[src/hdl/rv_decode_pkg.sv]
package rv_decode_pkg;

    typedef logic [31:0] word_t;
    typedef logic [31:2] pc_t;
    typedef logic [4:0]  reg_idx_t;
    typedef logic [2:0]  funct3_t;
    typedef logic [5:0]  instr_kind_t;
    typedef logic [4:0]  alu_ctrl_t;
    typedef logic [1:0]  res_src_t;

    // kinds are grouped so each class is one contiguous range
    localparam instr_kind_t KIND_INVALID = 6'd0;
    localparam instr_kind_t
        KIND_LB    = 6'd1,  KIND_LH    = 6'd2,  KIND_LW    = 6'd3,
        KIND_LBU   = 6'd4,  KIND_LHU   = 6'd5;
    localparam instr_kind_t
        KIND_SB    = 6'd6,  KIND_SH    = 6'd7,  KIND_SW    = 6'd8;
    localparam instr_kind_t
        KIND_ADDI  = 6'd9,  KIND_SLLI  = 6'd10, KIND_SLTI  = 6'd11,
        KIND_SLTIU = 6'd12, KIND_XORI  = 6'd13, KIND_SRLI  = 6'd14,
        KIND_SRAI  = 6'd15, KIND_ORI   = 6'd16, KIND_ANDI  = 6'd17;
    localparam instr_kind_t
        KIND_ADD   = 6'd18, KIND_SUB   = 6'd19, KIND_SLL   = 6'd20,
        KIND_SLT   = 6'd21, KIND_SLTU  = 6'd22, KIND_XOR   = 6'd23,
        KIND_SRL   = 6'd24, KIND_SRA   = 6'd25, KIND_OR    = 6'd26,
        KIND_AND   = 6'd27;
    localparam instr_kind_t
        KIND_LUI   = 6'd28, KIND_AUIPC = 6'd29;
    localparam instr_kind_t
        KIND_BEQ   = 6'd30, KIND_BNE   = 6'd31, KIND_BLT   = 6'd32,
        KIND_BGE   = 6'd33, KIND_BLTU  = 6'd34, KIND_BGEU  = 6'd35;
    localparam instr_kind_t
        KIND_JAL   = 6'd36, KIND_JALR  = 6'd37,
        KIND_FENCE = 6'd38, KIND_FENCE_I = 6'd39;

    // opcode bits 6:2
    localparam logic [4:0] OPG_LOAD     = 5'b00000;
    localparam logic [4:0] OPG_MISC_MEM = 5'b00011;
    localparam logic [4:0] OPG_OP_IMM   = 5'b00100;
    localparam logic [4:0] OPG_AUIPC    = 5'b00101;
    localparam logic [4:0] OPG_STORE    = 5'b01000;
    localparam logic [4:0] OPG_OP       = 5'b01100;
    localparam logic [4:0] OPG_LUI      = 5'b01101;
    localparam logic [4:0] OPG_BRANCH   = 5'b11000;
    localparam logic [4:0] OPG_JALR     = 5'b11001;
    localparam logic [4:0] OPG_JAL      = 5'b11011;

    localparam logic [3:0] ALU_ADD      = 4'd0;
    localparam logic [3:0] ALU_SUB      = 4'd1;
    localparam logic [3:0] ALU_XOR      = 4'd2;
    localparam logic [3:0] ALU_OR       = 4'd3;
    localparam logic [3:0] ALU_AND      = 4'd4;
    localparam logic [3:0] ALU_SHL      = 4'd5;
    localparam logic [3:0] ALU_SHR      = 4'd6;
    localparam logic [3:0] ALU_CMP_EQ   = 4'd8;
    localparam logic [3:0] ALU_CMP_NEQ  = 4'd9;
    localparam logic [3:0] ALU_CMP_LTS  = 4'd10;
    localparam logic [3:0] ALU_CMP_LTU  = 4'd11;
    localparam logic [3:0] ALU_CMP_NLTS = 4'd12;
    localparam logic [3:0] ALU_CMP_NLTU = 4'd13;

    localparam logic OP1_REG = 1'b0;
    localparam logic OP1_PC  = 1'b1;
    localparam logic OP2_REG = 1'b0;
    localparam logic OP2_IMM = 1'b1;

    localparam res_src_t RES_ALU    = 2'd0;
    localparam res_src_t RES_MEMORY = 2'd1;
    localparam res_src_t RES_PC_P4  = 2'd2;

endpackage

[src/hdl/rv_decode_slot.sv]
`timescale 1ns/1ps

module rv_decode_slot
    import rv_decode_pkg::*;
(
    input  logic  i_clk,
    input  logic  i_reset,
    input  logic  i_stall,
    input  logic  i_flush,
    input  word_t i_data,
    input  pc_t   i_pc,
    input  pc_t   i_pc_p4,
    output word_t o_instr,
    output pc_t   o_pc,
    output pc_t   o_pc_p4,
    output logic  o_slot_empty
);

    pc_t  pc_q;
    pc_t  pc_p4_q;
    logic flush_d;

    // reset, then flush, then stall
    always_ff @(posedge i_clk)
    begin
        if (i_reset || i_flush)
        begin
            pc_q    <= '0;
            pc_p4_q <= '0;
        end
        else if (!i_stall)
        begin
            pc_q    <= i_pc;
            pc_p4_q <= i_pc_p4;
        end
    end

    always_ff @(posedge i_clk)
    begin
        if (i_reset)
            flush_d <= 1'b0;
        else
            flush_d <= i_flush;
    end

    // word arrives a cycle after its pc, so the flushed one shows up next cycle
    assign o_instr      = (i_reset || flush_d) ? '0 : i_data;
    assign o_slot_empty = i_reset | i_flush | flush_d;
    assign o_pc         = pc_q;
    assign o_pc_p4      = pc_p4_q;

endmodule

[src/hdl/rv_instr_classify.sv]
`timescale 1ns/1ps

module rv_instr_classify
    import rv_decode_pkg::*;
(
    input  word_t       i_instr,
    output instr_kind_t o_kind,
    output reg_idx_t    o_rs1,
    output reg_idx_t    o_rs2,
    output reg_idx_t    o_rd,
    output funct3_t     o_funct3
);

    localparam logic [6:0] F7_BASE = 7'b0000000;
    localparam logic [6:0] F7_ALT  = 7'b0100000;

    logic [4:0]  opg;
    funct3_t     funct3;
    logic [6:0]  funct7;
    logic        full;
    instr_kind_t kind;

    assign opg    = i_instr[6:2];
    assign funct3 = i_instr[14:12];
    assign funct7 = i_instr[31:25];
    // compressed encodings are not supported
    assign full   = (i_instr[1:0] == 2'b11);

    always_comb
    begin
        kind = KIND_INVALID;
        if (full)
        begin
            case (opg)
                OPG_LOAD:
                    case (funct3)
                        3'b000: kind = KIND_LB;
                        3'b001: kind = KIND_LH;
                        3'b010: kind = KIND_LW;
                        3'b100: kind = KIND_LBU;
                        3'b101: kind = KIND_LHU;
                        default: kind = KIND_INVALID;
                    endcase
                OPG_STORE:
                    case (funct3)
                        3'b000: kind = KIND_SB;
                        3'b001: kind = KIND_SH;
                        3'b010: kind = KIND_SW;
                        default: kind = KIND_INVALID;
                    endcase
                OPG_OP_IMM:
                    case (funct3)
                        3'b000: kind = KIND_ADDI;
                        3'b001: kind = (funct7 == F7_BASE) ? KIND_SLLI : KIND_INVALID;
                        3'b010: kind = KIND_SLTI;
                        3'b011: kind = KIND_SLTIU;
                        3'b100: kind = KIND_XORI;
                        3'b101: kind = (funct7 == F7_BASE) ? KIND_SRLI :
                                       (funct7 == F7_ALT)  ? KIND_SRAI : KIND_INVALID;
                        3'b110: kind = KIND_ORI;
                        default: kind = KIND_ANDI;
                    endcase
                OPG_OP:
                    case ({funct7, funct3})
                        {F7_BASE, 3'b000}: kind = KIND_ADD;
                        {F7_ALT,  3'b000}: kind = KIND_SUB;
                        {F7_BASE, 3'b001}: kind = KIND_SLL;
                        {F7_BASE, 3'b010}: kind = KIND_SLT;
                        {F7_BASE, 3'b011}: kind = KIND_SLTU;
                        {F7_BASE, 3'b100}: kind = KIND_XOR;
                        {F7_BASE, 3'b101}: kind = KIND_SRL;
                        {F7_ALT,  3'b101}: kind = KIND_SRA;
                        {F7_BASE, 3'b110}: kind = KIND_OR;
                        {F7_BASE, 3'b111}: kind = KIND_AND;
                        default: kind = KIND_INVALID;
                    endcase
                OPG_BRANCH:
                    case (funct3)
                        3'b000: kind = KIND_BEQ;
                        3'b001: kind = KIND_BNE;
                        3'b100: kind = KIND_BLT;
                        3'b101: kind = KIND_BGE;
                        3'b110: kind = KIND_BLTU;
                        3'b111: kind = KIND_BGEU;
                        default: kind = KIND_INVALID;
                    endcase
                OPG_MISC_MEM:
                    case (funct3)
                        3'b000: kind = KIND_FENCE;
                        3'b001: kind = KIND_FENCE_I;
                        default: kind = KIND_INVALID;
                    endcase
                OPG_JALR: kind = (funct3 == 3'b000) ? KIND_JALR : KIND_INVALID;
                OPG_JAL: kind = KIND_JAL;
                OPG_LUI: kind = KIND_LUI;
                OPG_AUIPC: kind = KIND_AUIPC;
                default: kind = KIND_INVALID;
            endcase
        end
    end

    // lui has no rs1 field so hazard logic sees x0
    assign o_rs1    = (kind == KIND_LUI) ? '0 : i_instr[19:15];
    assign o_rs2    = i_instr[24:20];
    assign o_rd     = i_instr[11:7];
    assign o_funct3 = funct3;
    assign o_kind   = kind;

endmodule

[src/hdl/rv_imm_gen.sv]
`timescale 1ns/1ps

module rv_imm_gen
    import rv_decode_pkg::*;
(
    input  word_t       i_instr,
    input  instr_kind_t i_kind,
    output word_t       o_imm
);

    logic sign;

    assign sign = i_instr[31];

    always_comb
    begin
        if (i_kind == KIND_JAL)
            o_imm = {{12{sign}}, i_instr[19:12], i_instr[20], i_instr[30:21], 1'b0};
        else if (i_kind inside {KIND_LUI, KIND_AUIPC})
            o_imm = {i_instr[31:12], 12'b0};
        else if (i_kind inside {KIND_JALR, [KIND_LB:KIND_LHU], [KIND_ADDI:KIND_ANDI]})
            o_imm = {{20{sign}}, i_instr[31:20]};
        else if (i_kind inside {[KIND_BEQ:KIND_BGEU]})
            o_imm = {{20{sign}}, i_instr[7], i_instr[30:25], i_instr[11:8], 1'b0};
        else if (i_kind inside {[KIND_SB:KIND_SW]})
            o_imm = {{20{sign}}, i_instr[31:25], i_instr[11:7]};
        else
            o_imm = '0;
    end

endmodule

[src/hdl/rv_ctrl_gen.sv]
`timescale 1ns/1ps

module rv_ctrl_gen
    import rv_decode_pkg::*;
(
    input  instr_kind_t i_kind,
    input  logic        i_slot_empty,
    output logic        o_reg_write,
    output logic        o_mem_read,
    output logic        o_mem_write,
    output logic        o_jump,
    output logic        o_branch,
    output logic        o_pc_sel,
    output logic        o_alu_op1_sel,
    output logic        o_alu_op2_sel,
    output logic        o_inv_instr,
    output res_src_t    o_res_src,
    output alu_ctrl_t   o_alu_ctrl
);

    logic       is_load;
    logic       is_store;
    logic       is_op_imm;
    logic       is_op_reg;
    logic       is_branch;
    logic       is_jump;
    logic       shift_arith;
    logic [3:0] alu_op;

    assign is_load   = i_kind inside {[KIND_LB:KIND_LHU]};
    assign is_store  = i_kind inside {[KIND_SB:KIND_SW]};
    assign is_op_imm = i_kind inside {[KIND_ADDI:KIND_ANDI]};
    assign is_op_reg = i_kind inside {[KIND_ADD:KIND_AND]};
    assign is_branch = i_kind inside {[KIND_BEQ:KIND_BGEU]};
    assign is_jump   = i_kind inside {KIND_JAL, KIND_JALR};

    assign o_reg_write = is_load | is_op_imm | is_op_reg | is_jump |
                         (i_kind == KIND_LUI) | (i_kind == KIND_AUIPC);
    assign o_mem_read  = is_load;
    assign o_mem_write = is_store;
    assign o_jump      = is_jump;
    assign o_branch    = is_branch;
    assign o_pc_sel    = (i_kind == KIND_JALR);

    assign o_alu_op1_sel = (i_kind inside {KIND_AUIPC, KIND_JAL}) ? OP1_PC : OP1_REG;
    assign o_alu_op2_sel = (is_op_reg || is_branch) ? OP2_REG : OP2_IMM;

    assign o_res_src = is_load ? RES_MEMORY :
                       is_jump ? RES_PC_P4  : RES_ALU;

    // branches reuse the compare ops of slt/sltu
    always_comb
    begin
        case (i_kind)
            KIND_BEQ: alu_op = ALU_CMP_EQ;
            KIND_BNE: alu_op = ALU_CMP_NEQ;
            KIND_SLTI, KIND_SLT, KIND_BLT: alu_op = ALU_CMP_LTS;
            KIND_SLTIU, KIND_SLTU, KIND_BLTU: alu_op = ALU_CMP_LTU;
            KIND_BGE: alu_op = ALU_CMP_NLTS;
            KIND_BGEU: alu_op = ALU_CMP_NLTU;
            KIND_SUB: alu_op = ALU_SUB;
            KIND_XORI, KIND_XOR: alu_op = ALU_XOR;
            KIND_ORI, KIND_OR: alu_op = ALU_OR;
            KIND_ANDI, KIND_AND: alu_op = ALU_AND;
            KIND_SLLI, KIND_SLL: alu_op = ALU_SHL;
            KIND_SRLI, KIND_SRAI, KIND_SRL, KIND_SRA: alu_op = ALU_SHR;
            default: alu_op = ALU_ADD;
        endcase
    end

    assign shift_arith = (i_kind == KIND_SRAI) || (i_kind == KIND_SRA);
    assign o_alu_ctrl  = {shift_arith, alu_op};

    // no flag for bubbles
    assign o_inv_instr = (i_kind == KIND_INVALID) && !i_slot_empty;

endmodule

[src/hdl/rv_decode.sv]
`timescale 1ns/1ps

module rv_decode
    import rv_decode_pkg::*;
(
    input  logic        i_clk,
    input  logic        i_reset,
    input  logic        i_stall,
    input  logic        i_flush,
    input  word_t       i_data,
    input  pc_t         i_pc,
    input  pc_t         i_pc_p4,
    output reg_idx_t    o_rs1,
    output reg_idx_t    o_rs2,
    output reg_idx_t    o_rd,
    output pc_t         o_pc,
    output pc_t         o_pc_p4,
    output word_t       o_imm,
    output logic        o_reg_write,
    output logic        o_mem_read,
    output logic        o_mem_write,
    output res_src_t    o_res_src,
    output logic        o_pc_sel,
    output logic        o_jump,
    output logic        o_branch,
    output logic        o_alu_op1_sel,
    output logic        o_alu_op2_sel,
    output funct3_t     o_funct3,
    output alu_ctrl_t   o_alu_ctrl,
    output logic        o_inv_instr
);

    word_t       instr;
    logic        slot_empty;
    instr_kind_t kind;

    rv_decode_slot u_slot (
        .i_clk        (i_clk),
        .i_reset      (i_reset),
        .i_stall      (i_stall),
        .i_flush      (i_flush),
        .i_data       (i_data),
        .i_pc         (i_pc),
        .i_pc_p4      (i_pc_p4),
        .o_instr      (instr),
        .o_pc         (o_pc),
        .o_pc_p4      (o_pc_p4),
        .o_slot_empty (slot_empty)
    );

    rv_instr_classify u_classify (
        .i_instr  (instr),
        .o_kind   (kind),
        .o_rs1    (o_rs1),
        .o_rs2    (o_rs2),
        .o_rd     (o_rd),
        .o_funct3 (o_funct3)
    );

    rv_imm_gen u_imm (
        .i_instr (instr),
        .i_kind  (kind),
        .o_imm   (o_imm)
    );

    rv_ctrl_gen u_ctrl (
        .i_kind        (kind),
        .i_slot_empty  (slot_empty),
        .o_reg_write   (o_reg_write),
        .o_mem_read    (o_mem_read),
        .o_mem_write   (o_mem_write),
        .o_jump        (o_jump),
        .o_branch      (o_branch),
        .o_pc_sel      (o_pc_sel),
        .o_alu_op1_sel (o_alu_op1_sel),
        .o_alu_op2_sel (o_alu_op2_sel),
        .o_inv_instr   (o_inv_instr),
        .o_res_src     (o_res_src),
        .o_alu_ctrl    (o_alu_ctrl)
    );

endmodule

[config.mk]
export PLATFORM = sky130hd
export DESIGN_NAME = rv_decode
export DESIGN_NICKNAME = d
export VERILOG_FILES = /design/src/hdl/rv_decode_pkg.sv /design/src/hdl/rv_decode_slot.sv /design/src/hdl/rv_instr_classify.sv /design/src/hdl/rv_imm_gen.sv /design/src/hdl/rv_ctrl_gen.sv /design/src/hdl/rv_decode.sv
export SDC_FILE = /design/constraint.sdc
export NUM_CORES = 1
export LEC_CHECK = 0
export ABC_AREA = 1
export ABC_CLOCK_PERIOD_IN_PS = 9900
export BUFFER_PORTS_ARGS = -buffer_cell sky130_fd_sc_hd__buf_4
export CAP_MARGIN = 0
export CORE_MARGIN = 5
export CORE_UTILIZATION = 35
export DETAILED_ROUTE_END_ITERATION = 8
export GPL_TIMING_DRIVEN = 1
export PLACE_DENSITY = 0.74
export SLEW_MARGIN = 15
export SYNTH_ARGS = -nofsm -noshare
export SYNTH_HDL_FRONTEND = slang
export SYNTH_SLANG_ARGS = --single-unit
[constraint.sdc]
create_clock -name i_clk -period 9.9 [get_ports i_clk]
set_input_delay 1.98 -clock i_clk [delete_from_list [all_inputs] [get_ports i_clk]]
set_output_delay 1.98 -clock i_clk [all_outputs]
set_load 0.02 [all_outputs]
==> results.sh <==
export IMPL_fmax_mhz=121.3
export IMPL_synthCells=680
export IMPL_ioPinCount=222
export IMPL_cts_htree_levels=3
export IMPL_n_antenna_cell=0
export IMPL_dieArea_um2=14180
export IMPL_clock_sinks=61
export IMPL_avgSynthCellArea_um2=6.124
export IMPL_clock_path_buffers=2
export IMPL_insertion_delay_ps=310
export IMPL_numCtsBuffers=9
export IMPL_drcViolationCount=0
export IMPL_drt_iter0_markers=371
export IMPL_ys_types=37
export IMPL_antenna_found_initial=0
export IMPL_cts_root_buf="clkbuf_16"
export IMPL_setup_tns_ps=0
export IMPL_max_cap_violations=0
export IMPL_port_buffer_count=221
export IMPL_synthToLayoutAreaGrowth_pct=47.87
export IMPL_slowest_stage="nor2_4"
export IMPL_vias=5044
export IMPL_overflow=0
export IMPL_gp_congestion=0.9440
export IMPL_rows=39
export IMPL_whs_path_depth=2
export IMPL_start_kind="input pin"
export IMPL_hp_start="u_slot.o_pc[14]"
export IMPL_firstDrtPassIters=5
export IMPL_synth_area_um2=4164
export IMPL_cp_end_kind="primary output"
export IMPL_nets=983
export IMPL_die_w_um=119.1
export IMPL_hold_buffers=0
export IMPL_r2r_start="u_slot.o_pc_p4[11]"
export IMPL_ys_ff_latch=61
export IMPL_required_ps=7920
export IMPL_max_slew_margin_pct=32.70
export IMPL_cp_startpoint="i_reset"
export IMPL_fin_util_pct=53.47
export IMPL_cp_slowest_stage_delay_ps=750
export IMPL_skew_ps=0
export IMPL_yosysSeqAreaShare_pct=29.33
export IMPL_ctsResizeCount=0
export IMPL_grt_total_usage_pct=19.64
export IMPL_die_h_um=119.1
export IMPL_reg2regPathDepth=2
export IMPL_worstPathMaxFanout=47
export IMPL_drive_above_1_share_pct=35.67
export IMPL_path_cells="buf_4, nor2_4, o21ai_1, nand3_1, nand2_1, nand2_1, nand2_1, nand2_2, nand2_1, nand2_1, nand2_1, nand2_1, inv_1, ha_1, nand2_1, nand2_1, nor2_2, nand3_2, o21ai_2, buf_4"
export IMPL_viasPerCell=4.902
export IMPL_min_path_type="flop to flop"
export IMPL_layout_cells_most_common="nand2_1"
export IMPL_wl_um=14780
export IMPL_grt_pass1_wl_um=23250
export IMPL_syn_nets=781
export IMPL_hold_violations=0
export IMPL_wl_per_cell_um=14.36
export IMPL_worst_slew_pin_slew_ps=1007
export IMPL_grt_max_degree=62
export IMPL_rr_endpoint="u_slot.o_pc_p4[11]"
export IMPL_hpwl_um=11500
export IMPL_cts_tree="done"
export IMPL_report_final_setup_viol=0
export IMPL_fin_crit_sh_pct=83.27
export IMPL_postRouteAntennaNets=0
export IMPL_core_area_um2=11520
export IMPL_ir_drop_mv=0.1161
export IMPL_cts_setup_buffers=0
export IMPL_crit_top_cell="nand2_1"
export IMPL_rsz0062_at_grt="false"
export IMPL_start_util_pct=36.16
export IMPL_finalMaxSlewViolations=0
export IMPL_reg2reg_slack_ps=9230
export IMPL_power_density_nw_per_um2=116.5
export IMPL_leakage_uw=0.003401
export IMPL_critPathKind="input pin to primary output"
export IMPL_min_to="u_slot.o_pc[14]"
export IMPL_layout_common_cells="nand2_1 (251), buf_4 (223), a21oi_1 (66), dfxtp_1 (61), nor2_1 (49)"
export IMPL_status="complete, no violations"
export IMPL_period_needed_ps=8244
export IMPL_grt_pass1_vias=4564
export IMPL_worst_ep_arrival_time_ps=6260
export IMPL_yosys_warnings=0
export IMPL_clkTransAtPathRegs_ps=50
==> critical path, delay by kind of cell <==
family	cells	cell delay, ps
fa+ha+maj	1	270
simple gates	14	3000
buf+inv	3	410
compound gates	2	590
==> cells in the mapped netlist, drive strengths merged <==
library cell | count | area (µm²)
a211oi | 1 | 7.510
a21oi | 66 | 330.3
a221oi | 1 | 8.760
and3 | 1 | 6.260
buf | 8 | 75.07
clkbuf | 24 | 90.09
clkinv | 3 | 12.51
dfxtp | 61 | 1221
ha | 5 | 62.56
inv | 58 | 217.7
nand2 | 264 | 1033
nand3 | 55 | 365.4
nand3b | 4 | 30.03
nand4 | 10 | 62.56
nor2 | 60 | 257.8
nor3 | 4 | 25.02
nor4 | 1 | 6.260
o2111ai | 1 | 8.760
o211ai | 2 | 15.01
o21a | 1 | 7.510
o21ai | 34 | 215.2
o21bai | 1 | 7.510
o221ai | 1 | 8.760
o22ai | 1 | 6.260
o31ai | 1 | 7.510
or2 | 12 | 75.07
==> kinds of logic (layout without fill, tap and decap cells) <==
group	Yosys count	after routing	share of synthesized area, %
DFF	61	61	29.33
and+or+nand+nor	411	411	44.71
AOI/OAI and AO/OA	110	110	14.96
adders and majority gates	5	5	1.502
buffers and inverters	93	299	9.495
==> per-layer routing <==
layer	vias to the layer above	track usage, %	wire length [µm]
met4	0	3.983	170
met3	12	4.502	844
li1	2586	-	-
met5	-	0	0
met1	2293	25.43	6407
met2	153	33.52	7353
==> metrics by stage <==
| step | hold slack (ps) | cells | total power, µW | cell area (µm²) | setup slack, ps |
|---|---|---|---|---|---|
| final | 461.5 | 1029 | 717.2 | 6157 | 1656 |
| after detailed placement | 455.6 | 1014 | 414.2 | 5857 | 1696 |
| after CTS | 463.9 | 1029 | 726.0 | 6157 | 1683 |
| after floorplan | 534.5 | 680 | 345.1 | 4164 | 3095 |
| after global placement | 452.1 | 1014 | 413.8 | 5857 | 1694 |
| after global routing | 480.2 | 1029 | 752.7 | 6157 | 1126 |
==> registers in the layout (all words and copies together) (netlist names) <==
signal          count
u_slot.flush_d      1
u_slot.o_pc_p4     30
u_slot.o_pc        30
==> cell type report <==
class                           instances  area, µm²
Fill cell                            1200       5359
Clock inverter                          4      47.55
Sequential cell                        61       1221
Timing Repair Buffer                  223       1674
Multi-Input combinational cell        526       2552
Tap cell                              143      178.9
Inverter                               61      230.2
Clock buffer                           11      252.7
==> how the worst max path moves through the flow <==
stage                           end  cells past startpoint  slack (ps)
final                     o_imm[12]                     20        1660
after global routing      o_imm[25]                     20        1130
after CTS                 o_imm[31]                     20        1680
after detailed placement  o_imm[16]                     20        1700
after global placement    o_imm[31]                     16        1690
after floorplan            o_imm[0]                     23        3090
==> where the power goes <==
| part | internal [µW] | leakage [µW] | switching (µW) |
|---|---|---|---|
| clock network | 206 | 0.000147 | 102 |
| registers | 254 | 0.000497 | 4.16 |
| logic | 62.9 | 0.00276 | 88.9 |
| total | 522 | 0.00340 | 195 |
No activity file was read; power rests on OpenSTA's default activity.
